<file path="config.mk">
export PLATFORM = sky130hd
export DESIGN_NAME = biu2ahb
export DESIGN_NICKNAME = d
export VERILOG_FILES = /design/src/verilog/biu_ahb_pkg.sv /design/src/verilog/biu2ahb.sv
export SDC_FILE = /design/constraint.sdc
export NUM_CORES = 1
export LEC_CHECK = 0
export BUFFER_PORTS_ARGS = -buffer_cell sky130_fd_sc_hd__buf_2
export CORE_ASPECT_RATIO = 1.1
export CORE_MARGIN = 4
export CORE_UTILIZATION = 46
export DETAILED_ROUTE_END_ITERATION = 8
export PLACE_DENSITY_LB_ADDON = 0.2
export REMOVE_ABC_BUFFERS = 1
export SYNTH_ARGS = -nofsm -noshare
export SYNTH_HDL_FRONTEND = slang
export SYNTH_SLANG_ARGS = --single-unit
</file>
<file path="constraint.sdc">
create_clock -name HCLK -period 3 [get_ports HCLK]
set_input_delay 0.6 -clock HCLK [delete_from_list [all_inputs] [get_ports HCLK]]
set_output_delay 0.6 -clock HCLK [all_outputs]
set_load 0.02 [all_outputs]
</file>
<file path="src/verilog/biu_ahb_pkg.sv">
// shared widths, bus codes and conversion helpers for the BIU to AHB-Lite subsystem
// data and address are fixed at 32 bits
// dword transfers have no legal hsize here and get rejected at the slave
package biu_ahb_pkg;

  localparam int XLEN        = 32;
  localparam int PLEN        = 32;
  localparam int NUM_PORTS   = 2;     // port 0 fetch, port 1 data
  localparam int PORT_W      = $clog2(NUM_PORTS);
  localparam int MEM_WORDS   = 1024;
  localparam int MEM_AW      = $clog2(MEM_WORDS);
  localparam int WAIT_STATES = 1;     // per beat, OKAY responses only

  typedef logic [PLEN-1:0]   addr_t;
  typedef logic [XLEN-1:0]   data_t;
  typedef logic [3:0]        burst_cnt_t;  // beats left minus one
  typedef logic [PORT_W-1:0] port_t;

  localparam addr_t ERR_BASE = 32'h8000_0000;  // bit 31 set means error

  ////////////////////////////////
  // BIU codes
  localparam logic [2:0] BIU_SINGLE = 3'd0;
  localparam logic [2:0] BIU_INCR   = 3'd1;
  localparam logic [2:0] BIU_WRAP4  = 3'd2;
  localparam logic [2:0] BIU_INCR4  = 3'd3;
  localparam logic [2:0] BIU_WRAP8  = 3'd4;
  localparam logic [2:0] BIU_INCR8  = 3'd5;
  localparam logic [2:0] BIU_WRAP16 = 3'd6;
  localparam logic [2:0] BIU_INCR16 = 3'd7;

  localparam logic [2:0] PROT_DATA       = 3'b001;  // clear for fetch
  localparam logic [2:0] PROT_PRIVILEGED = 3'b010;
  localparam logic [2:0] PROT_CACHEABLE  = 3'b100;

  ////////////////////////////////
  // AHB-Lite codes
  localparam logic [1:0] HTRANS_IDLE   = 2'b00;
  localparam logic [1:0] HTRANS_NONSEQ = 2'b10;
  localparam logic [1:0] HTRANS_SEQ    = 2'b11;

  localparam logic [2:0] HSIZE_BYTE  = 3'b000;
  localparam logic [2:0] HSIZE_HWORD = 3'b001;
  localparam logic [2:0] HSIZE_WORD  = 3'b010;

  localparam logic [2:0] HBURST_SINGLE = 3'b000;
  localparam logic [2:0] HBURST_INCR   = 3'b001;
  localparam logic [2:0] HBURST_WRAP4  = 3'b010;
  localparam logic [2:0] HBURST_INCR4  = 3'b011;
  localparam logic [2:0] HBURST_WRAP8  = 3'b100;
  localparam logic [2:0] HBURST_INCR8  = 3'b101;
  localparam logic [2:0] HBURST_WRAP16 = 3'b110;
  localparam logic [2:0] HBURST_INCR16 = 3'b111;

  localparam logic HRESP_OKAY  = 1'b0;
  localparam logic HRESP_ERROR = 1'b1;

  localparam logic [3:0] HPROT_DATA       = 4'b0001;
  localparam logic [3:0] HPROT_PRIVILEGED = 4'b0010;
  localparam logic [3:0] HPROT_CACHEABLE  = 4'b1000;

  // slave response sequencing
  typedef enum logic [1:0] {ST_IDLE, ST_WAIT, ST_ERR1, ST_ERR2} ahb_state_e;

  ////////////////////////////////
  // conversions
  function automatic burst_cnt_t biu_type2cnt(input logic [2:0] biu_type);
    case (biu_type)
      BIU_WRAP4, BIU_INCR4:   return 4'd3;
      BIU_WRAP8, BIU_INCR8:   return 4'd7;
      BIU_WRAP16, BIU_INCR16: return 4'd15;
      default:                return 4'd0;  // single and open incr
    endcase
  endfunction

  function automatic logic [2:0] biu_type2hburst(input logic [2:0] biu_type);
    case (biu_type)
      BIU_INCR:   return HBURST_INCR;
      BIU_WRAP4:  return HBURST_WRAP4;
      BIU_INCR4:  return HBURST_INCR4;
      BIU_WRAP8:  return HBURST_WRAP8;
      BIU_INCR8:  return HBURST_INCR8;
      BIU_WRAP16: return HBURST_WRAP16;
      BIU_INCR16: return HBURST_INCR16;
      BIU_SINGLE: return HBURST_SINGLE;
      default:    return HBURST_SINGLE;
    endcase
  endfunction

  function automatic logic [2:0] biu_size2hsize(input logic [2:0] biu_size);
    case (biu_size)
      3'd0:    return HSIZE_BYTE;
      3'd1:    return HSIZE_HWORD;
      3'd2:    return HSIZE_WORD;
      default: return 3'b011;  // dword and up are refused by the slave
    endcase
  endfunction

  function automatic logic [3:0] biu_prot2hprot(input logic [2:0] biu_prot);
    logic [3:0] hprot;
    hprot = 4'b0000;  // opcode, user, non-cacheable
    if (|(biu_prot & PROT_DATA))       hprot = hprot | HPROT_DATA;
    if (|(biu_prot & PROT_PRIVILEGED)) hprot = hprot | HPROT_PRIVILEGED;
    if (|(biu_prot & PROT_CACHEABLE))  hprot = hprot | HPROT_CACHEABLE;
    return hprot;
  endfunction

  // next word address of a burst, wrapping on the burst boundary
  function automatic addr_t nxt_addr(input addr_t addr, input logic [2:0] hburst);
    addr_t lin;
    lin = (addr + 32'd4) & ~32'd3;  // word aligned step
    case (hburst)
      HBURST_WRAP4:  return {addr[PLEN-1:4], lin[3:0]};
      HBURST_WRAP8:  return {addr[PLEN-1:5], lin[4:0]};
      HBURST_WRAP16: return {addr[PLEN-1:6], lin[5:0]};
      default:       return lin;
    endcase
  endfunction

endpackage

</file>
<file path="src/verilog/biu2ahb.sv">
`timescale 1ns/100ps
// BIU strobe/ack port to AHB-Lite master
// strobe fields must be held until biu_stb_ack_o and write data until biu_d_ack_o
// ack arrives after the data phase so latency depends on wait states and arbitration
// an ERROR ends the burst with one biu_err_o pulse and no ack for that beat
module biu2ahb
  import biu_ahb_pkg::*;
(
  input  logic       HCLK,
  input  logic       HRESETn,

  input  logic       biu_stb_i,
  output logic       biu_stb_ack_o,  // strobe taken, next one may follow
  output logic       biu_d_ack_o,    // write beat taken
  input  addr_t      biu_adri_i,
  output addr_t      biu_adro_o,     // address of the acked beat
  input  logic [2:0] biu_size_i,
  input  logic [2:0] biu_type_i,
  input  logic [2:0] biu_prot_i,
  input  logic       biu_lock_i,
  input  logic       biu_we_i,
  input  data_t      biu_d_i,
  output data_t      biu_q_o,
  output logic       biu_ack_o,
  output logic       biu_err_o,

  output logic [1:0] htrans_o,
  output addr_t      haddr_o,
  output logic       hwrite_o,
  output logic [2:0] hsize_o,
  output logic [2:0] hburst_o,
  output logic [3:0] hprot_o,
  output logic       hmastlock_o,
  output data_t      hwdata_o,
  input  logic       hready_i,
  input  logic       hresp_i,
  input  data_t      hrdata_i
);

  burst_cnt_t burst_cnt;   // beats still to issue after this one
  logic       data_ena;    // current address phase carries a beat
  logic       data_ena_d;  // current data phase carries a beat
  logic       burst_done;

  assign burst_done = (burst_cnt == '0);

  //////////////////////////////
  // BIU handshakes

  // no new strobe while the error pulse is out
  assign biu_stb_ack_o = hready_i & burst_done & biu_stb_i & ~biu_err_o;
  assign biu_d_ack_o   = hready_i & data_ena;
  // the second ERROR cycle also has hready high, keep it off ack
  assign biu_ack_o     = hready_i & data_ena_d & (hresp_i == HRESP_OKAY);
  assign biu_q_o       = hrdata_i;

  //////////////////////////////
  // address phase control

  always_ff @(posedge HCLK or negedge HRESETn) begin
    if (!HRESETn) begin
      burst_cnt   <= '0;
      data_ena    <= 1'b0;
      data_ena_d  <= 1'b0;
      biu_err_o   <= 1'b0;
      htrans_o    <= HTRANS_IDLE;
      haddr_o     <= '0;
      hwrite_o    <= 1'b0;
      hsize_o     <= HSIZE_WORD;
      hburst_o    <= HBURST_SINGLE;
      hprot_o     <= HPROT_DATA | HPROT_PRIVILEGED;
      hmastlock_o <= 1'b0;
    end else begin
      biu_err_o <= 1'b0;  // single cycle pulse

      if (hready_i) begin
        data_ena_d <= data_ena;  // beat moves into data phase
        if (burst_done) begin
          if (biu_stb_ack_o) begin
            // new burst
            data_ena    <= 1'b1;
            burst_cnt   <= biu_type2cnt(biu_type_i);
            htrans_o    <= HTRANS_NONSEQ;
            haddr_o     <= biu_adri_i;
            hwrite_o    <= biu_we_i;
            hsize_o     <= biu_size2hsize(biu_size_i);
            hburst_o    <= biu_type2hburst(biu_type_i);
            hprot_o     <= biu_prot2hprot(biu_prot_i);
            hmastlock_o <= biu_lock_i;
          end else begin
            data_ena    <= 1'b0;
            htrans_o    <= HTRANS_IDLE;
            hmastlock_o <= biu_lock_i;
          end
        end else begin
          data_ena  <= 1'b1;
          burst_cnt <= burst_cnt - 4'd1;
          htrans_o  <= HTRANS_SEQ;
          haddr_o   <= nxt_addr(haddr_o, hburst_o);  // wraps per hburst
        end
      end else if (hresp_i == HRESP_ERROR) begin
        // first ERROR cycle, drop the rest of the burst
        burst_cnt <= '0;
        data_ena  <= 1'b0;
        htrans_o  <= HTRANS_IDLE;
        biu_err_o <= 1'b1;
      end
      // hready low without error holds everything
    end
  end

  //////////////////////////////
  // data phase payload

  always_ff @(posedge HCLK) begin
    if (biu_d_ack_o) hwdata_o <= biu_d_i;   // driven in the following data phase
    if (hready_i) biu_adro_o <= haddr_o;    // tracks the beat into its data phase
  end

  // a burst only continues out of an active beat
  a_no_seq_after_idle: assert property (@(posedge HCLK) disable iff (!HRESETn)
    (htrans_o == HTRANS_IDLE) |=> (htrans_o != HTRANS_SEQ));

endmodule

</file>
==> results of run 1 <==
[routing by layer]
layer,part of all wire,track usage
met4,0.015,0.0687
met2,0.44,0.323
met5,0.0049,0.0462
met3,0.12,0.110
met1,0.43,0.313
[report_power, final]
group	total [W]	switching [W]	internal (W)
Clock	0.00202	0.000654	0.00137
Combinational	0.00270	0.00176	0.000940
Sequential	0.00275	0.000497	0.00225
[per-stage QoR]
step           area [µm²]  hold slack (ns)  utilization
3_5_place_dp         5980            0.451        0.549
3_3_place_gp         5980            0.440        0.549
6_report             6580            0.302        0.603
4_1_cts              6580            0.320        0.603
2_1_floorplan        4750            0.304            -
5_1_grt              6580            0.349        0.603
[worst paths after layout]
kind / startpoint / endpoint / slack (ns) / depth (start not counted)
worst max-delay path: burst_cnt[0] / biu_stb_ack_o / 0.48 / 7
worst min-delay path: HRESETn / hmastlock_o / 0.30 / 1
worst max register to register: burst_cnt[0] / haddr_o[20] / 0.59 / 8
worst min register to register: hprot_o[0] / hprot_o[0] / 0.46 / 2
max in group asynchronous: HRESETn / hprot_o[0] / 1.98 / 2
min in group HCLK: biu_d_i[26] / hwdata_o[26] / 0.37 / 1
[worst reg2reg max path, cell delays in order (launching register included)]
cell and delay [ns]:
dfrtp_1 0.41, inv_1 0.10, ha_1 0.19, or3b_2 0.48, o211ai_2 0.11, nand2_1 0.33
buf_4 0.33, o21ai_0 0.25, a21oi_1 0.08
[area by class of cell]
type / count / area [µm²]
Tap cell: 147 / 184
Timing Repair Buffer: 203 / 1050
Inverter: 7 / 26.3
Clock inverter: 13 / 168
Multi-Input combinational cell: 265 / 1550
Sequential cell: 114 / 3180
Clock buffer: 18 / 429
Fill cell: 923 / 4330
[registers in the layout (all words and copies together) (netlist names)]
register	cells
biu_adro_o	32
haddr_o	32
hwdata_o	32
burst_cnt	4
hburst_o	3
hprot_o	3
hsize_o	2
biu_err_o	1
data_ena	1
data_ena_d	1
hmastlock_o	1
htrans_o	1
hwrite_o	1
[logic make-up (layout without fill, tap and decap cells)]
logic type	count (synthesis)	in the layout	synth area share
and+or+nand+nor	137	137	0.141
xor gates and xnor gates	1	1	0.00171
muxes	2	2	0.00441
buffers and inverters	64	241	0.0756
other	1	2	0.000734
AOI/OAI and AO/OA	120	120	0.147
adders and majority gates	3	3	0.00734
DFF	114	114	0.622
[cells in the final DEF (no fill, tap or decap), types with 12 or more instances in the layout]
master,n
a21oi_1,43
buf_2,191
buf_4,12
clkbuf_16,17
dfrtp_1,47
edfxtp_1,64
nand2_1,53
nand3_1,16
nor2_1,21
o21ai_0,27
==> flow_summary_export.csv, run 1 <==
group,metric,value,unit
layout,finalNonFillerCells,767,
global_routing,antenna_found_initial,0,
global_routing,grt_max_degree,62,
logic_synthesis,syn_inst,442,
logic_synthesis,synth-seq-cells,114,
placement,place_hpwl,10600,µm
global_routing,grt_pass1_wl,22400,µm
timing,min_period_over_period,0.839,
placement,place_ws,0.659,ns
clocking,htreeDepth,4,
floorplan,io_pins,258,
worst_hold_path,min_path_type,"in2async",
clocking,cts_buffers,17,
timing,drv_slew,0,
routing,drc,0,
logic_synthesis,synthArstFlopShare,0.439,
logic_synthesis,synth_top_area_share,0.376,
timing,fin_crit,2.52,ns
floorplan,coreArea,10900,µm²
clocking,cts.sinks,114,
global_routing,grtUsageTotal,0.230,
clocking,post_cts_resized,0,
logic_synthesis,ys_seq_area_frac,0.622,
pwr,power_density,1140,nW/µm²
clocking,clockBufferDepth,2,
floorplan,start_util,0.468,
timing,hold_violations,0,
logic_synthesis,ys_top_cells_by_count,"edfxtp_1, nand2_1, dfrtp_1",
routing,routedWlPerCell,19.0,µm
layout,drive_gt1_frac,0.395,
worst_setup_path,cp_max_fo,14,
timing,fin_tns_setup,0,ns
routing,wirelength,14600,µm
placement,gp_congestion,0.837,
worst_setup_path,crit_chain,"inv_1 -> ha_1 -> nor3b_4 -> nand4b_2 -> buf_4 -> clkinv_1 -> buf_2",
timing,fin_skew,0.0123,ns
worst_setup_path,path_class,"reg2out",
flow_run,max-cap-violations,0,
routing,drt_iter0_drc,273,
worst_setup_path,critPathCaptureType,"primary output",
floorplan,rows,40,
logic_synthesis,synth.avg_cell_area,11.6,µm²
layout,syn2layout_area_growth,28.8,%
placement,io_buffers,191,
clocking,cts_tree,"built",
global_routing,gr-total-overflow,0,
logic_synthesis,yosys_most_used_dff,"edfxtp_1",
worst_setup_path,cp.arrival,1.92,ns
clocking,hold_buffers,0,
logic_synthesis,synth_top_area_cell,"edfxtp_1",
layout,num-nets-final,723,
clocking,post_cts_buffers,0,
logic_synthesis,yosysMostFrequentCell,"edfxtp_1",
worst_setup_path,cpLargestDelayFamily,"buffers and inverters",
timing,setup_slack,0.483,ns
worst_setup_path,critical_path.startpoint_type,"flop",
floorplan,die_area,12900,µm²
floorplan,die_h,119,µm
pwr,p_total,0.00747,W
timing,clock.fmax,397,MHz
logic_synthesis,yosys_warnings,0,
logic_synthesis,yosys-top-cells-area,"edfxtp_1, dfrtp_1, buf_4",
clocking,clk_latency,0.40,ns
clocking,clockRootBuffer,"clkbuf_16",
status,status,"finished, final reports clean",
logic_synthesis,synth_edf_count,64,
worst_setup_path,cp.required,2.40,ns
timing,finalSetupViolCount,0,
logic_synthesis,synth_cell_types,59,
routing,vias_per_cell,5.42,
timing,tightest_slew,0.836,ns
logic_synthesis,synth_area,5110,µm²
routing,vias,4160,
pwr,ir_drop,0.516,mV
routing,drt_pass1_iterations,5,
global_routing,first_global_vias,4053,
timing,rsz0062_at_grt,"false",
clocking,clk_pin_slew,0.05,ns
timing,maxSlewHeadroom,0.443,
worst_setup_path,crit_buf_inv,4,
layout,diodes,0,
routing,antenna_left,0,
worst_setup_path,cpPeakStageDelay,0.41,ns
worst_setup_path,cpMaxStageDelayCell,"dfrtp_1",
floorplan,dieWidth,109,µm
pwr,power.leakage,2.90,nW
placement,place_inst,736,
No activity file was read; power rests on OpenSTA's default activity.
==> run 2, diff against run 1 <==
--- a/config.mk
+++ b/config.mk
@@ -8,7 +8,7 @@
 export BUFFER_PORTS_ARGS = -buffer_cell sky130_fd_sc_hd__buf_2
 export CORE_ASPECT_RATIO = 1.1
 export CORE_MARGIN = 4
-export CORE_UTILIZATION = 46
+export CORE_UTILIZATION = 41
 export DETAILED_ROUTE_END_ITERATION = 8
 export PLACE_DENSITY_LB_ADDON = 0.2
 export REMOVE_ABC_BUFFERS = 1
==> constraint.sdc (replaced) <==
create_clock -name HCLK -period 2 [get_ports HCLK]
set_input_delay 0.4 -clock HCLK [delete_from_list [all_inputs] [get_ports HCLK]]
set_output_delay 0.4 -clock HCLK [all_outputs]
set_load 0.02 [all_outputs]
==> run 2 against run 1 <==
Against the previous run: the run now ends with negative setup slack left; combinational power up 96%; first-iteration DRC count down 2.6%; cell area increased by 8.8%; critical path type unchanged; largest power group is now combinational cells.
==> flow_summary_export.csv, run 2 (synthesis results as in run 1) <==
group,metric,value,unit
clocking,cts.sinks,114,
global_routing,gr-total-overflow,0,
floorplan,rows,42,
timing,min_period_over_period,1.06,
status,status,"finished, violations left",
worst_setup_path,critPathCaptureType,"primary output",
floorplan,dieWidth,114,µm
global_routing,grt_pass1_wl,24700,µm
clocking,clk_pin_slew,0.06,ns
floorplan,io_pins,258,
layout,num-nets-final,767,
pwr,power_density,1710,nW/µm²
pwr,p_total,0.0122,W
placement,place_ws,-0.0754,ns
worst_setup_path,critical_path.startpoint_type,"flop",
routing,routedWlPerCell,20.4,µm
global_routing,grtUsageTotal,0.228,
layout,drive_gt1_frac,0.462,
worst_setup_path,cp_max_fo,2,
pwr,ir_drop,1.08,mV
timing,rsz0062_at_grt,"true",
timing,finalSetupViolCount,15,
worst_setup_path,cp.required,1.60,ns
clocking,clk_latency,0.41,ns
timing,tightest_slew,0.574,ns
routing,drt_pass1_iterations,5,
routing,vias_per_cell,5.45,
timing,fin_crit,2.12,ns
routing,wirelength,16700,µm
pwr,power.leakage,3.18,nW
routing,drc,0,
timing,whs,0.163,ns
placement,io_buffers,191,
global_routing,grt_max_degree,48,
routing,drt_iter0_drc,266,
clocking,cts_tree,"built",
timing,drv_slew,0,
layout,largestRegisters,"biu_adro_o: 32 flops, haddr_o: 32 flops, hwdata_o: 32 flops",
worst_hold_path,min_path_type,"in2reg",
layout,diodes,0,
timing,hold_violations,0,
timing,setup_slack,-0.121,ns
status,violations,"negative setup slack",
timing,fin_skew,0.00823,ns
global_routing,antenna_found_initial,0,
placement,gp_congestion,0.888,
floorplan,coreArea,12100,µm²
layout,post-route-util,0.590,
timing,clock.fmax,472,MHz
floorplan,start_util,0.421,
layout,mostFrequentLayoutCell,"buf_2",
flow_run,max-cap-violations,0,
placement,place_hpwl,12300,µm
timing,fin_tns_setup,-0.778,ns
layout,syn2layout_area_growth,40.1,%
floorplan,die_h,125,µm
routing,vias,4466,
floorplan,die_area,14300,µm²
routing,antenna_left,0,
global_routing,first_global_vias,4371,
clocking,cts_buffers,17,
clocking,clockRootBuffer,"clkbuf_16",
layout,mostFrequentLayoutCells,"buf_2, edfxtp_1, nand2_1",
timing,maxSlewHeadroom,0.614,
clocking,clockBufferDepth,2,
worst_setup_path,cp.arrival,1.72,ns
worst_setup_path,path_class,"reg2out",
clocking,htreeDepth,4,
## run 2: cell count changes in the layout (fill, tap and decap cells not counted), sizes merged
cell         previous run  this run
inv                     6        10
dlygate4sd3             0         1
clkinv                  9         6
bufinv                  4         2
clkbuf                 18        19
buf                   203       244
clkinvlp                1         4
## run 2: worst paths after layout
check / start / endpoint / slack [ns] / cells past startpoint
max in group asynchronous: HRESETn / haddr_o[15] / 1.02 / 3
min in group asynchronous: HRESETn / hsize_o[0] / 0.43 / 2
worst min register to register: hsize_o[1] / hsize_o[1] / 0.46 / 2
worst max register to register: burst_cnt[0] / haddr_o[31] / -0.11 / 11
worst min-delay path: biu_d_i[16] / hwdata_o[16] / 0.16 / 1
worst max-delay path: burst_cnt[0] / biu_stb_ack_o / -0.12 / 7
## run 2: through the flow
step	std cells	instance area (µm²)
6_report	819	7160
2_1_floorplan	386	4750
5_1_grt	819	7160
3_5_place_dp	771	6270
3_3_place_gp	771	6270
4_1_cts	811	6980
## run 2: timing repair
action / in CTS / in global routing
setup buffers: 7 / 7
gates cloned: 0 / 2
hold endpoints to repair: 10 / 0
pin swaps: 3 / 4
hold buffers: 1 / 0
setup endpoints to repair: 8 / 26
resized for setup: 18 / 30
## run 2: area by class of cell
cell class | instances | area [µm²]
Inverter | 7 | 31.3
Sequential cell | 114 | 3180
Clock buffer | 17 | 425
Clock inverter | 15 | 158
Tap cell | 154 | 193
Fill cell | 1042 | 4980
Multi-Input combinational cell | 265 | 1650
Timing Repair Buffer | 247 | 1530
## run 2: critical path, cell delays in order, from the launching register on
cell and delay, ns:
dfrtp_1 0.38, inv_2 0.09, ha_4 0.14, buf_6 0.08, nor3b_4 0.27, nand4b_4 0.15
clkinv_4 0.09, buf_6 0.11
## run 2: report_power, final
| part | total, W | internal [W] | switching, W | leakage [nW] |
|---|---|---|---|---|
| clock | 0.00296 | 0.00184 | 0.00112 | 0.273 |
| sequential | 0.00400 | 0.00338 | 0.000621 | 1.20 |
| combinational | 0.00529 | 0.00216 | 0.00313 | 1.70 |
| total | 0.0122 | 0.00738 | 0.00487 | 3.18 |
## run 2: per-layer routing
| metal | global-route usage | part of all wire | up-vias | routed length (µm) |
|---|---|---|---|---|
| met5 | 0.0386 | 0.0046 | - | 77 |
| met4 | 0.0622 | 0.015 | 2 | 243 |
| met3 | 0.107 | 0.12 | 27 | 1930 |
| met2 | 0.331 | 0.45 | 249 | 7590 |
| met1 | 0.304 | 0.41 | 2156 | 6900 |
| li1 | - | - | 2032 | - |
