File: config.mk
export PLATFORM = sky130hd
export DESIGN_NAME = ahb_master_arb
export DESIGN_NICKNAME = d
export VERILOG_FILES = /design/src/verilog/biu_ahb_pkg.sv /design/src/verilog/ahb_master_arb.sv
export SDC_FILE = /design/constraint.sdc
export NUM_CORES = 1
export LEC_CHECK = 0
export BUFFER_PORTS_ARGS = -buffer_cell sky130_fd_sc_hd__buf_2
export CORE_AREA = 2 2 121 123
export CTS_CLUSTER_SIZE = 12
export DETAILED_ROUTE_END_ITERATION = 10
export DIE_AREA = 0 0 123 125
export SYNTH_ARGS = -nofsm -noshare
export SYNTH_HDL_FRONTEND = slang
export SYNTH_SLANG_ARGS = --single-unit
export TNS_END_PERCENT = 50
File: constraint.sdc
create_clock -name HCLK -period 1.2 [get_ports HCLK]
set_clock_uncertainty 0.2 [all_clocks]
set_input_delay 0 -clock HCLK [delete_from_list [all_inputs] [get_ports HCLK]]
set_output_delay 0 -clock HCLK [all_outputs]
set_load 0.01 [all_outputs]
File: src/verilog/biu_ahb_pkg.sv
// shared widths, bus codes and conversion helpers for the BIU to AHB-Lite subsystem
// data and address are fixed at 32 bits
// dword transfers have no legal hsize here and get rejected at the slave
package biu_ahb_pkg;

  localparam int XLEN        = 32;
  localparam int PLEN        = 32;
  localparam int NUM_PORTS   = 2;     // port 0 fetch, port 1 data
  localparam int PORT_W      = $clog2(NUM_PORTS);
  localparam int MEM_WORDS   = 1024;
  localparam int MEM_AW      = $clog2(MEM_WORDS);
  localparam int WAIT_STATES = 1;     // per beat, OKAY responses only

  typedef logic [PLEN-1:0]   addr_t;
  typedef logic [XLEN-1:0]   data_t;
  typedef logic [3:0]        burst_cnt_t;  // beats left minus one
  typedef logic [PORT_W-1:0] port_t;

  localparam addr_t ERR_BASE = 32'h8000_0000;  // bit 31 set means error

  ////////////////////////////////
  // BIU codes
  localparam logic [2:0] BIU_SINGLE = 3'd0;
  localparam logic [2:0] BIU_INCR   = 3'd1;
  localparam logic [2:0] BIU_WRAP4  = 3'd2;
  localparam logic [2:0] BIU_INCR4  = 3'd3;
  localparam logic [2:0] BIU_WRAP8  = 3'd4;
  localparam logic [2:0] BIU_INCR8  = 3'd5;
  localparam logic [2:0] BIU_WRAP16 = 3'd6;
  localparam logic [2:0] BIU_INCR16 = 3'd7;

  localparam logic [2:0] PROT_DATA       = 3'b001;  // clear for fetch
  localparam logic [2:0] PROT_PRIVILEGED = 3'b010;
  localparam logic [2:0] PROT_CACHEABLE  = 3'b100;

  ////////////////////////////////
  // AHB-Lite codes
  localparam logic [1:0] HTRANS_IDLE   = 2'b00;
  localparam logic [1:0] HTRANS_NONSEQ = 2'b10;
  localparam logic [1:0] HTRANS_SEQ    = 2'b11;

  localparam logic [2:0] HSIZE_BYTE  = 3'b000;
  localparam logic [2:0] HSIZE_HWORD = 3'b001;
  localparam logic [2:0] HSIZE_WORD  = 3'b010;

  localparam logic [2:0] HBURST_SINGLE = 3'b000;
  localparam logic [2:0] HBURST_INCR   = 3'b001;
  localparam logic [2:0] HBURST_WRAP4  = 3'b010;
  localparam logic [2:0] HBURST_INCR4  = 3'b011;
  localparam logic [2:0] HBURST_WRAP8  = 3'b100;
  localparam logic [2:0] HBURST_INCR8  = 3'b101;
  localparam logic [2:0] HBURST_WRAP16 = 3'b110;
  localparam logic [2:0] HBURST_INCR16 = 3'b111;

  localparam logic HRESP_OKAY  = 1'b0;
  localparam logic HRESP_ERROR = 1'b1;

  localparam logic [3:0] HPROT_DATA       = 4'b0001;
  localparam logic [3:0] HPROT_PRIVILEGED = 4'b0010;
  localparam logic [3:0] HPROT_CACHEABLE  = 4'b1000;

  // slave response sequencing
  typedef enum logic [1:0] {ST_IDLE, ST_WAIT, ST_ERR1, ST_ERR2} ahb_state_e;

  ////////////////////////////////
  // conversions
  function automatic burst_cnt_t biu_type2cnt(input logic [2:0] biu_type);
    case (biu_type)
      BIU_WRAP4, BIU_INCR4:   return 4'd3;
      BIU_WRAP8, BIU_INCR8:   return 4'd7;
      BIU_WRAP16, BIU_INCR16: return 4'd15;
      default:                return 4'd0;  // single and open incr
    endcase
  endfunction

  function automatic logic [2:0] biu_type2hburst(input logic [2:0] biu_type);
    case (biu_type)
      BIU_INCR:   return HBURST_INCR;
      BIU_WRAP4:  return HBURST_WRAP4;
      BIU_INCR4:  return HBURST_INCR4;
      BIU_WRAP8:  return HBURST_WRAP8;
      BIU_INCR8:  return HBURST_INCR8;
      BIU_WRAP16: return HBURST_WRAP16;
      BIU_INCR16: return HBURST_INCR16;
      BIU_SINGLE: return HBURST_SINGLE;
      default:    return HBURST_SINGLE;
    endcase
  endfunction

  function automatic logic [2:0] biu_size2hsize(input logic [2:0] biu_size);
    case (biu_size)
      3'd0:    return HSIZE_BYTE;
      3'd1:    return HSIZE_HWORD;
      3'd2:    return HSIZE_WORD;
      default: return 3'b011;  // dword and up are refused by the slave
    endcase
  endfunction

  function automatic logic [3:0] biu_prot2hprot(input logic [2:0] biu_prot);
    logic [3:0] hprot;
    hprot = 4'b0000;  // opcode, user, non-cacheable
    if (|(biu_prot & PROT_DATA))       hprot = hprot | HPROT_DATA;
    if (|(biu_prot & PROT_PRIVILEGED)) hprot = hprot | HPROT_PRIVILEGED;
    if (|(biu_prot & PROT_CACHEABLE))  hprot = hprot | HPROT_CACHEABLE;
    return hprot;
  endfunction

  // next word address of a burst, wrapping on the burst boundary
  function automatic addr_t nxt_addr(input addr_t addr, input logic [2:0] hburst);
    addr_t lin;
    lin = (addr + 32'd4) & ~32'd3;  // word aligned step
    case (hburst)
      HBURST_WRAP4:  return {addr[PLEN-1:4], lin[3:0]};
      HBURST_WRAP8:  return {addr[PLEN-1:5], lin[4:0]};
      HBURST_WRAP16: return {addr[PLEN-1:6], lin[5:0]};
      default:       return lin;
    endcase
  endfunction

endpackage

File: src/verilog/ahb_master_arb.sv
`timescale 1ns/100ps
// round-robin arbiter from several AHB-Lite masters onto one slave bus
// the grant moves only at an IDLE address phase with hready high so bursts stay whole
// a master waiting for the grant sees hready low and holds its address phase
module ahb_master_arb
  import biu_ahb_pkg::*;
(
  input  logic                       HCLK,
  input  logic                       HRESETn,

  input  logic  [NUM_PORTS-1:0][1:0] m_htrans_i,
  input  addr_t [NUM_PORTS-1:0]      m_haddr_i,
  input  logic  [NUM_PORTS-1:0]      m_hwrite_i,
  input  logic  [NUM_PORTS-1:0][2:0] m_hsize_i,
  input  data_t [NUM_PORTS-1:0]      m_hwdata_i,
  output logic  [NUM_PORTS-1:0]      m_hready_o,
  output logic  [NUM_PORTS-1:0]      m_hresp_o,
  output data_t [NUM_PORTS-1:0]      m_hrdata_o,

  output logic                       s_hsel_o,
  output addr_t                      s_haddr_o,
  output logic  [1:0]                s_htrans_o,
  output logic                       s_hwrite_o,
  output logic  [2:0]                s_hsize_o,
  output data_t                      s_hwdata_o,
  input  logic                       s_hreadyout_i,
  input  logic                       s_hresp_i,
  input  data_t                      s_hrdata_i
);

  port_t grant;      // address phase owner
  port_t owner;      // data phase owner
  port_t nxt_grant;

  // nearest requester after the current grantee wins
  always_comb begin
    port_t cand;
    nxt_grant = grant;
    for (int k = NUM_PORTS - 1; k > 0; k--) begin
      cand = port_t'((int'(grant) + k) % NUM_PORTS);
      if (m_htrans_i[cand] != HTRANS_IDLE) nxt_grant = cand;
    end
  end

  always_ff @(posedge HCLK or negedge HRESETn) begin
    if (!HRESETn) begin
      grant <= '0;
      owner <= '0;
    end else if (s_hreadyout_i) begin
      owner <= grant;  // taken address phase becomes data phase
      if (m_htrans_i[grant] == HTRANS_IDLE) grant <= nxt_grant;
    end
  end

  //////////////////////////////
  // bus muxes

  assign s_haddr_o  = m_haddr_i[grant];
  assign s_htrans_o = m_htrans_i[grant];
  assign s_hwrite_o = m_hwrite_i[grant];
  assign s_hsize_o  = m_hsize_i[grant];
  assign s_hsel_o   = (s_htrans_o != HTRANS_IDLE);  // single slave
  assign s_hwdata_o = m_hwdata_i[owner];            // write data lags a phase

  always_comb begin
    for (int i = 0; i < NUM_PORTS; i++) begin
      // idle masters still need hready to finish a trailing data phase
      if (port_t'(i) == grant || m_htrans_i[i] == HTRANS_IDLE) begin
        m_hready_o[i] = s_hreadyout_i;
      end else begin
        m_hready_o[i] = 1'b0;
      end
      m_hresp_o[i]  = (port_t'(i) == owner) ? s_hresp_i : HRESP_OKAY;
      m_hrdata_o[i] = s_hrdata_i;  // qualified by each port's own ack
    end
  end

  // bursts are never split between masters
  a_grant_held_in_burst: assert property (@(posedge HCLK) disable iff (!HRESETn)
    (m_htrans_i[grant] == HTRANS_SEQ) |=> $stable(grant));

endmodule

==> results of run 1 <==
synthesized netlist by cell type, drive strengths merged:
| cell | instances | area, µm² |
|---|---|---|
| buf | 73 | 582 |
| mux2 | 71 | 923 |
| dfrtp | 2 | 50.1 |
| nor2 | 2 | 10.0 |
| nor3 | 2 | 10.0 |
| a21boi | 1 | 7.51 |
| a21oi | 1 | 5.00 |
| and2 | 1 | 6.26 |
| inv | 1 | 3.75 |
| nor2b | 1 | 6.26 |
| nor3b | 1 | 7.51 |
| o21a | 1 | 7.51 |
| o32ai | 1 | 16.3 |
| or2 | 1 | 6.26 |
cells in the final DEF (no fill, tap or decap), types with 2 or more instances in the layout:
master,count
sky130_fd_sc_hd__buf_2,182
sky130_fd_sc_hd__mux2_4,40
sky130_fd_sc_hd__buf_6,36
sky130_fd_sc_hd__dlygate4sd3_1,35
sky130_fd_sc_hd__mux2_2,29
sky130_fd_sc_hd__clkbuf_16,4
sky130_fd_sc_hd__buf_12,3
sky130_fd_sc_hd__mux2_1,2
sky130_fd_sc_hd__nor3_2,2
what timing repair did:
item	CTS	global route
pin swaps	2	0
gates cloned	0	1
setup endpoints to repair	76	77
setup buffers	0	1
hold endpoints to repair	68	1
gates resized for setup	37	11
cells by family (layout without fill, tap and decap cells):
group                  Yosys count  after routing
AOI/OAI and AO/OA                4              4
muxes                           71             71
buffers and inverters           74            263
DFF                              2              2
and+or+nand+nor                  8              8
where the power goes:
| part | internal [µW] | switching (µW) |
|---|---|---|
| Sequential | 82.7 | 21.7 |
| Combinational | 1310 | 895 |
| Clock | 437 | 80.5 |
worst paths after layout:
| check | startpoint | endpoint | slack (ns) | cells past startpoint |
|---|---|---|---|---|
| min in group asynchronous | HRESETn | grant$_DFFE_PN0P_ | 0.46 | 3 |
| max in group asynchronous | HRESETn | grant$_DFFE_PN0P_ | 0.19 | 3 |
| max reg2reg | grant$_DFFE_PN0P_ | grant$_DFFE_PN0P_ | -0.09 | 3 |
| min | m_htrans_i[2] | grant$_DFFE_PN0P_ | -0.05 | 3 |
| max | grant$_DFFE_PN0P_ | s_haddr_o[9] | -0.34 | 3 |
| min reg2reg | owner$_DFFE_PN0P_ | owner$_DFFE_PN0P_ | 0.58 | 2 |
routing by layer:
layer,up-vias,GRT usage (%)
li1,861,-
met1,804,6.42
met2,153,14.5
met3,4,0.547
met4,0,2.21
met5,-,0
flip-flops by register name, summed over array words and instances, names as in the netlist:
name / count
grant: 1
owner: 1
critical path: stages (launching register included):
cell and delay (ns):
sky130_fd_sc_hd__dfrtp_2 0.44, sky130_fd_sc_hd__buf_12 0.20, sky130_fd_sc_hd__mux2_4 0.32, sky130_fd_sc_hd__buf_2 0.15
through the flow:
stage,cell area [µm²],instances,total power (µW)
after CTS,3090,530,2760
after floorplan,1640,159,1430
after global routing,3180,532,3010
after detailed placement,2440,491,1840
after global placement,2440,491,1830
final,3180,532,2830
layout make-up:
class | instances | share of cell area [%]
Inverter | 1 | 0.118
Sequential cell | 2 | 1.61
Tap cell | 184 | 7.25
Multi-Input combinational cell | 83 | 33.2
Timing Repair Buffer | 258 | 55.4
Clock buffer | 4 | 2.48
==> flow_summary.yaml, run 1 <==
sta:
  final.setup.tns_ns: -22.33
  report.final.hold_viol_count: 1
  timing.slew.headroom_pct: 82.3
  slew_violations: 0
  timing.final.crit_share_pct: 129
  worstMarginPinSlew_ns: 0.265
  post-route-worst-setup-slack_ns: -0.342
  grt_setup_unrepaired: "true"
  final_setup_violations: 77
  layout_min_cycle_time_ns: 1.54
  fin_worst_hold_slack_ns: -0.0488
  fmax_mhz: 648
detailed_routing:
  final_antenna_net_count: 0
  met3_length_um: 658
  vias_per_cell: 3.42
  first_pass_iters: 3
  uppermost_routed_layer: "met4"
  vias: 1822
  met1_length_mm: 2.16
  postRouteWirelength_mm: 6.47
  detailedRoute.firstIterationViolations: 14
  route.detailed.drc: 0
  routed-wl-met2_mm: 3.58
  post_drt_wl_per_cell_um: 12.2
finish:
  filler_cell_count: 1561
  flow.area_growth_from_synthesis_pct: 93.5
  register_area_um2: 51.3
  final_nets: 525
  final_util_pct: 22.4
  n_antenna_cell: 0
  multi_input_comb_area_mm2: 0.00105
  post_route_cells_drive_above_1_share_pct: 86.8
placed_design:
  finalWeightedCongestion: 0.696
  pre_cts_ws_ns: -0.134
  buffer_ports.inserted: 218
  dp_hpwl_mm: 4.86
critical_path:
  worstPathRequired_ns: 1.00
  worstPathArrival_ns: 1.34
  crit_path_start_kind: "flop"
  worstPathMaxFanout: 19
  worstSetupPathType: "flop to output port"
  end_kind: "output port"
clock_network:
  worst_skew_pair.late_latency_ns: 0.22
  tritoncts: "yes"
  worst_setup_hold_path_clk_slew_ns: 0.03
  clock_tree.root_cell: "sky130_fd_sc_hd__clkbuf_16"
  clock_buffers_created_by_tritoncts: 3
  max-clock-path-buffers: 2
  count_of_clock_tree_sinks: 2
  cts-hold-fix-buffers: 35
  cts_max_level: 1
synthesis:
  syn_inst: 159
  synthesis.area_mm2: 0.00164
  synth_adder_area_share_pct: 0
  combinational_family_with_the_most_area_after_synthesis: "multiplexers"
  ys_types: 18
  synth_mux_area_share_pct: 56.3
  seq_area_frac_synth_pct: 3.05
  post_synth_and_or_nand_nor_area_fraction_pct: 2.82
  ys_ff_latch: 2
  synth_fp_nets: 335
  synth-compound-area-share_pct: 2.21
  yosys_warnings: 0
  synth-xor-area-share_pct: 0
  avgSynthCellArea_um2: 10.3
power:
  vdd_drop_max_mv: 0.327
  power_leakage_uw: 0.00170
  power-per-cell-area_mw_per_mm2: 891
grt:
  grt_util_all_layers_pct: 6.76
  grt_antenna_before_repair: 0
  wire_length_of_the_first_global_routing_pass_mm: 8.05
  first_global_vias: 1684
  global_route.overflow_total: 0
  grt_start_max_net_pins: 36
floorplanning:
  ios: 315
  fp.dieArea_mm2: 0.0154
  std_cell_rows: 44
  placeableCoreArea_mm2: 0.0142
  die_width_um: 123
  die_y_um: 125
  initial_core_utilization_pct: 11.6
run_status:
  failed_checks: "hold timing, setup timing"
  status: "finished, violations left"
flow_run:
  drv.max_cap_violation_count: 0
hold_path:
  hold_path.class: "input pin to flop"
Note: power is estimated with default switching activity, not from simulation.
==> inputs of run 2 (changes only) <==
--- a/config.mk
+++ b/config.mk
@@ -6,10 +6,13 @@
 export NUM_CORES = 1
 export LEC_CHECK = 0
 export BUFFER_PORTS_ARGS = -buffer_cell sky130_fd_sc_hd__buf_2
-export CORE_AREA = 2 2 121 123
+export CELL_PAD_IN_SITES_DETAIL_PLACEMENT = 0
+export CELL_PAD_IN_SITES_GLOBAL_PLACEMENT = 1
+export CORE_AREA = 2 2 122 124
 export CTS_CLUSTER_SIZE = 12
 export DETAILED_ROUTE_END_ITERATION = 10
-export DIE_AREA = 0 0 123 125
+export DIE_AREA = 0 0 124 126
+export PLACE_DENSITY_LB_ADDON = 0.1
 export SYNTH_ARGS = -nofsm -noshare
 export SYNTH_HDL_FRONTEND = slang
 export SYNTH_SLANG_ARGS = --single-unit
==> flow_summary.yaml, run 2 (synthesis gave the netlist of run 1 again) <==
run_status:
  failed_checks: "hold timing, setup timing"
  status: "finished, violations left"
placed_design:
  dp.cells: 492
  finalWeightedCongestion: 0.711
  placed_inst_area_mm2: 0.00244
  dp_hpwl_mm: 5.95
  buffer_ports.inserted: 218
finish:
  final_nets: 530
  layout.cells.most_common_list: "sky130_fd_sc_hd__buf_2, sky130_fd_sc_hd__buf_6, sky130_fd_sc_hd__mux2_4, sky130_fd_sc_hd__dlygate4sd3_1, sky130_fd_sc_hd__mux2_2"
  flow.area_growth_from_synthesis_pct: 104
  instances_no_fill: 537
  final_util_pct: 23.4
  most_common_cell_after_layout_fill_and_taps_aside: "sky130_fd_sc_hd__buf_2"
  n_antenna_cell: 0
  top_regs: "grant x1, owner x1"
  post_route_cells_drive_above_1_share_pct: 86.4
  layout.cell_area.non_filler_mm2: 0.00336
clock_network:
  cts-hold-fix-buffers: 36
  worst_skew_pair.late_latency_ns: 0.22
  worst_setup_hold_path_clk_slew_ns: 0.03
  count_of_clock_tree_sinks: 2
  tritoncts: "yes"
  clock_tree.root_cell: "sky130_fd_sc_hd__clkbuf_16"
  max-clock-path-buffers: 2
  cts_max_level: 1
  clock_buffers_created_by_tritoncts: 3
power:
  sw_frac_of_total_pct: 34.6
  vdd_drop_max_mv: 0.295
  design_power_total_uw: 3110
  power-per-cell-area_mw_per_mm2: 925
  power.net_switching_uw: 1070
  power_leakage_uw: 0.00179
  seqPwrFrac_pct: 3.4
  p_int_uw: 2030
  clock_power_share_pct: 16.8
  power.combinational.fraction_pct: 79.7
floorplanning:
  std_cell_rows: 44
  initial_core_utilization_pct: 11.5
  die_y_um: 126
  fp.dieArea_mm2: 0.0156
  die_width_um: 124
  placeableCoreArea_mm2: 0.0143
  ios: 315
detailed_routing:
  vias: 1854
  final_antenna_net_count: 0
  post_drt_wl_per_cell_um: 14.5
  postRouteWirelength_mm: 7.79
  vias_per_cell: 3.45
  route.detailed.drc: 0
  first_pass_iters: 3
  detailedRoute.firstIterationViolations: 30
critical_path:
  reg2reg_depth: 4
  worstSetupPathType: "flop to output port"
  crit_path_start_kind: "flop"
  worstPathRequired_ns: 1.00
  worstPathArrival_ns: 1.37
  setup.reg_to_reg.worst_slack_ns: -0.11
  end_kind: "output port"
  reg2reg_from: "grant$_DFFE_PN0P_"
  worstPathMaxFanout: 7
  critical_path.reg2reg.endpoint: "grant$_DFFE_PN0P_"
sta:
  layout_min_cycle_time_ns: 1.57
  timing.slew.headroom_pct: 80.8
  fin_worst_hold_slack_ns: -0.0750
  final_setup_violations: 77
  slew_violations: 0
  final.setup.tns_ns: -24.81
  grt_setup_unrepaired: "true"
  worstMarginPinSlew_ns: 0.287
  timing.final.crit_share_pct: 131
  post-route-worst-setup-slack_ns: -0.370
  fmax_mhz: 637
  report.final.hold_viol_count: 1
flow_run:
  drv.max_cap_violation_count: 0
grt:
  first_global_vias: 1708
  grt_antenna_before_repair: 0
  grt_util_all_layers_pct: 8.15
  wire_length_of_the_first_global_routing_pass_mm: 9.53
  grt_start_max_net_pins: 35
  global_route.overflow_total: 0
hold_path:
  holdPathStages: 3
  min-delay-start: "m_htrans_i[2]"
  holdPathEnd: "grant$_DFFE_PN0P_"
  hold_path.class: "input pin to flop"
-- run 2: changes by cell type in the layout (fill, tap and decap cells not counted), sizes merged --
cell and change:
buf +2, clkbuf +2, dlygate4sd3 +1
-- run 2: area by class of cell --
| class | count | area, µm² |
|---|---|---|
| Timing Repair Buffer | 263 | 1930 |
| Inverter | 1 | 3.75 |
| Fill cell | 1591 | 11000 |
| Sequential cell | 2 | 52.6 |
| Clock buffer | 4 | 78.8 |
| Multi-Input combinational cell | 83 | 1060 |
| Tap cell | 184 | 230 |
-- run 2: timing repair --
action / 4_1_cts / 5_1_grt
gates cloned: 0 / 4
endpoints found under the hold margin: 68 / 1
resized for setup: 20 / 50
setup endpoints to repair: 77 / 77
buffers inserted: 0 / 1
-- run 2: worst max path at each step --
| stage | startpoint | endpoint | slack, ns | depth (start not counted) |
|---|---|---|---|---|
| 2_1_floorplan | grant$_DFFE_PN0P_ | owner$_DFFE_PN0P_ | 0.005 | 3 |
| 5_1_grt | owner$_DFFE_PN0P_ | s_hwdata_o[16] | -0.39 | 3 |
| 4_1_cts | grant$_DFFE_PN0P_ | s_hsize_o[2] | -0.38 | 3 |
| 3_3_place_gp | grant$_DFFE_PN0P_ | s_haddr_o[20] | -0.13 | 3 |
| 6_report | grant$_DFFE_PN0P_ | s_haddr_o[16] | -0.37 | 4 |
| 3_5_place_dp | grant$_DFFE_PN0P_ | s_hsize_o[2] | -0.14 | 3 |
-- run 2: metal layers --
layer	up-vias	routed length [µm]	GRT usage, %
met5	-	0	0
met4	0	128	3.17
met3	9	796	1.86
met2	126	4330	16.7
met1	845	2540	7.46
li1	874	-	-
-- run 2: through the flow --
step,hold WS (ns),worst slack (ns)
2_1_floorplan,-0.496,0.00458
3_3_place_gp,-0.404,-0.129
3_5_place_dp,-0.407,-0.141
4_1_cts,-0.0702,-0.381
5_1_grt,-0.0419,-0.393
6_report,-0.0750,-0.370
-- run 2: power by group through the flow --
| stage | clock network [µW] | registers, µW | logic (µW) |
|---|---|---|---|
| 4_1_cts | 534 | 102 | 2050 |
| 3_5_place_dp | 0 | 103 | 1750 |
| 6_report | 523 | 106 | 2480 |
| 2_1_floorplan | 0 | 87.1 | 1340 |
| 5_1_grt | 537 | 108 | 2640 |
| 3_3_place_gp | 0 | 102 | 1760 |
-- run 2: critical path, cell delays in order, from the launching register on --
cell and delay [ns]:
sky130_fd_sc_hd__dfrtp_2 0.40, sky130_fd_sc_hd__buf_12 0.15, sky130_fd_sc_hd__clkbuf_16 0.16, sky130_fd_sc_hd__mux2_4 0.30
sky130_fd_sc_hd__buf_6 0.12
==> inputs of run 3 (changes only) <==
--- a/config.mk
+++ b/config.mk
@@ -5,13 +5,14 @@
 export SDC_FILE = /design/constraint.sdc
 export NUM_CORES = 1
 export LEC_CHECK = 0
+export ABC_AREA = 1
 export BUFFER_PORTS_ARGS = -buffer_cell sky130_fd_sc_hd__buf_2
 export CELL_PAD_IN_SITES_DETAIL_PLACEMENT = 0
 export CELL_PAD_IN_SITES_GLOBAL_PLACEMENT = 1
-export CORE_AREA = 2 2 122 124
+export CORE_AREA = 2 2 124 126
 export CTS_CLUSTER_SIZE = 12
 export DETAILED_ROUTE_END_ITERATION = 10
-export DIE_AREA = 0 0 124 126
+export DIE_AREA = 0 0 126 128
 export PLACE_DENSITY_LB_ADDON = 0.1
 export SYNTH_ARGS = -nofsm -noshare
 export SYNTH_HDL_FRONTEND = slang
==> flow_summary.yaml, run 3 <==
detailed_routing:
  route.detailed.drc: 0
  vias_per_cell: 3.52
  first_pass_iters: 4
  postRouteWirelength_mm: 8.28
  vias: 2459
  post_drt_wl_per_cell_um: 11.9
  detailedRoute.firstIterationViolations: 39
  met3_length_um: 843
  final_antenna_net_count: 0
  routed-wl-met2_mm: 4.56
  uppermost_routed_layer: "met4"
  met1_length_mm: 2.86
synthesis:
  syn_inst: 313
  avgSynthCellArea_um2: 4.77
  synthesis.area_mm2: 0.00149
  number_of_flops_mapped_to_enable_cells_by_yosys: 0
  post-synth-top-area-fraction_pct: 53.8
  seq_area_frac_synth_pct: 3.35
  synth_most_common_cell: "sky130_fd_sc_hd__nand2_1"
  ys_types: 13
  yosys_warnings: 0
  ys_ff_latch: 2
  synth_fp_nets: 489
  netlist.top_cell.by_area: "sky130_fd_sc_hd__nand2_1"
  synth_cell_count_leaders: "sky130_fd_sc_hd__nand2_1, sky130_fd_sc_hd__buf_4, sky130_fd_sc_hd__buf_2"
  yosys_most_used_dff: "sky130_fd_sc_hd__dfrtp_1"
  netlist_top_cells_area: "sky130_fd_sc_hd__nand2_1, sky130_fd_sc_hd__buf_4, sky130_fd_sc_hd__buf_2"
  async_flop_share_pct: 100
finish:
  flow.area_growth_from_synthesis_pct: 125
  n_antenna_cell: 0
  filler_cell_count: 1693
  layout.cells.most_common_list: "sky130_fd_sc_hd__buf_2, sky130_fd_sc_hd__nand2_1, sky130_fd_sc_hd__nand2_2, sky130_fd_sc_hd__dlygate4sd3_1, sky130_fd_sc_hd__buf_6"
  post_route_cells_drive_above_1_share_pct: 58.4
  most_common_cell_after_layout_fill_and_taps_aside: "sky130_fd_sc_hd__buf_2"
  top_regs: "grant x1, owner x1"
  layout.cell_area.non_filler_mm2: 0.00336
  instances_no_fill: 698
  final_nets: 688
clock_network:
  clock_tree.root_cell: "sky130_fd_sc_hd__clkbuf_16"
  clock_buffers_created_by_tritoncts: 3
  worst_skew_pair.late_latency_ns: 0.22
  tritoncts: "yes"
  count_of_clock_tree_sinks: 2
  cts_max_level: 1
  worst_setup_hold_path_clk_slew_ns: 0.03
  max-clock-path-buffers: 2
grt:
  grt_start_max_net_pins: 26
  wire_length_of_the_first_global_routing_pass_mm: 10.3
  grt_antenna_before_repair: 0
  global_route.overflow_total: 0
  first_global_vias: 2175
  grt_util_all_layers_pct: 7.83
critical_path:
  reg2reg_from: "grant$_DFFE_PN0P_"
  setup_crit_start: "grant$_DFFE_PN0P_"
  end_kind: "output port"
  worstPathRequired_ns: 1.00
  worstPathMaxFanout: 7
  worstPathArrival_ns: 1.27
  crit_path_start_kind: "flop"
  worstSetupPathType: "flop to output port"
hold_path:
  min-delay-start: "m_htrans_i[3]"
  hold_path.class: "input pin to flop"
placed_design:
  placed_inst_area_mm2: 0.00239
  dp_hpwl_mm: 5.92
  buffer_ports.inserted: 218
  finalWeightedCongestion: 0.693
  dp.cells: 651
sta:
  report.final.hold_viol_count: 1
  final_setup_violations: 76
  layout_min_cycle_time_ns: 1.47
  grt_setup_unrepaired: "true"
  timing.slew.headroom_pct: 81.5
  timing.final.crit_share_pct: 123
  slew_violations: 0
  post-route-worst-setup-slack_ns: -0.271
  fin_worst_hold_slack_ns: -0.00629
  fmax_mhz: 680
  worstMarginPinSlew_ns: 0.276
floorplanning:
  initial_core_utilization_pct: 10.1
  std_cell_rows: 45
  ios: 315
  die_y_um: 128
  fp.dieArea_mm2: 0.0161
  placeableCoreArea_mm2: 0.0149
  die_width_um: 126
power:
  vdd_drop_max_mv: 0.541
  seqPwrFrac_pct: 3.1
  power.net_switching_uw: 2790
  power_leakage_uw: 0.00204
  clock_power_share_pct: 8.6
  design_power_total_uw: 5830
  sw_frac_of_total_pct: 47.9
  power.combinational.fraction_pct: 88.3
  p_int_uw: 3040
  power-per-cell-area_mw_per_mm2: 1740
run_status:
  failed_checks: "hold timing, setup timing"
  status: "finished, violations left"
flow_run:
  drv.max_cap_violation_count: 0
==> run 3: cell types whose count changed in the layout (fill, tap and decap cells not counted), sizes merged, moves of 2 or more <==
cell | previous run | this run
o21ai | 0 | 3
nor2 | 2 | 4
clkbuf | 7 | 9
nor3 | 2 | 0
mux2 | 71 | 0
buf | 224 | 232
inv | 1 | 7
nand2 | 0 | 215
==> run 3: cells by family (layout without fill, tap and decap cells) <==
kind of cell / Yosys count / after routing / synth area share [%]
buffers and inverters: 87 / 284 / 39.5
AOI/OAI and AO/OA: 3 / 3 / 1.00
DFF: 2 / 2 / 3.35
and+or+nand+nor: 221 / 221 / 56.1
==> run 3: final timing paths <==
kind | to | slack, ns | cells after the start
worst max-delay path | s_haddr_o[4] | -0.27 | 5
worst min-delay path | grant$_DFFE_PN0P_ | -0.006 | 6
worst min register to register | grant$_DFFE_PN0P_ | 0.42 | 2
min in group asynchronous | owner$_DFFE_PN0P_ | 0.45 | 3
worst max register to register | grant$_DFFE_PN0P_ | -0.11 | 7
max in group asynchronous | grant$_DFFE_PN0P_ | 0.22 | 3
==> run 3: metrics by stage <==
stage | utilization, % | TNS [ns] | hold slack [ns] | setup WS (ns)
after floorplan | - | 0 | -0.496 | 0.00359
after global placement | 16.1 | -1.68 | -0.411 | -0.137
after detailed placement | 16.1 | -1.43 | -0.410 | -0.142
after CTS | 19.9 | -14.73 | 0.00427 | -0.244
after global routing | 22.6 | -19.75 | 0.0490 | -0.307
final | 22.6 | -16.19 | -0.00629 | -0.271
==> run 3: cell type report <==
| type | count | area [µm²] | area share (%) |
|---|---|---|---|
| inverters | 8 | 40.0 | 1.19 |
| repair buffers | 273 | 1930 | 57.5 |
| well taps | 188 | 235 | 7.00 |
| multi-input cells | 224 | 1020 | 30.5 |
| clock buffers | 3 | 75.1 | 2.24 |
| flip-flops and latches | 2 | 52.6 | 1.56 |
==> run 3: worst max-delay path: stages (launching register included) <==
cell and delay [ns]:
sky130_fd_sc_hd__dfrtp_2 0.47, sky130_fd_sc_hd__buf_8 0.18, sky130_fd_sc_hd__clkbuf_16 0.16, sky130_fd_sc_hd__nand2_1 0.06, sky130_fd_sc_hd__nand2_1 0.04, sky130_fd_sc_hd__buf_2 0.13
==> run 3: per-layer routing <==
layer  global-route usage (%)  vias to the layer above
met5                        0                        -
met4                     1.16                        0
met3                     2.55                        4
met2                     16.5                      178
met1                     7.35                     1024
li1                         -                     1253
==> run 3: power groups by stage <==
stage          clock network, µW  registers [µW]  logic, µW
3_5_place_dp                   0             142       3590
2_1_floorplan                  0             117       2130
5_1_grt                      519             185       5630
3_3_place_gp                   0             143       3660
4_1_cts                      508             158       4190
6_report                     501             180       5150
==> run 3: timing repair <==
| action | in CTS | in global routing |
|---|---|---|
| buffers inserted | 1 | 0 |
| cloned | 1 | 7 |
| hold buffers | 35 | 0 |
| endpoints found under the hold margin | 68 | 0 |
| resized for setup | 26 | 73 |
| pin swaps | 4 | 9 |
| endpoints found under the setup margin | 76 | 76 |
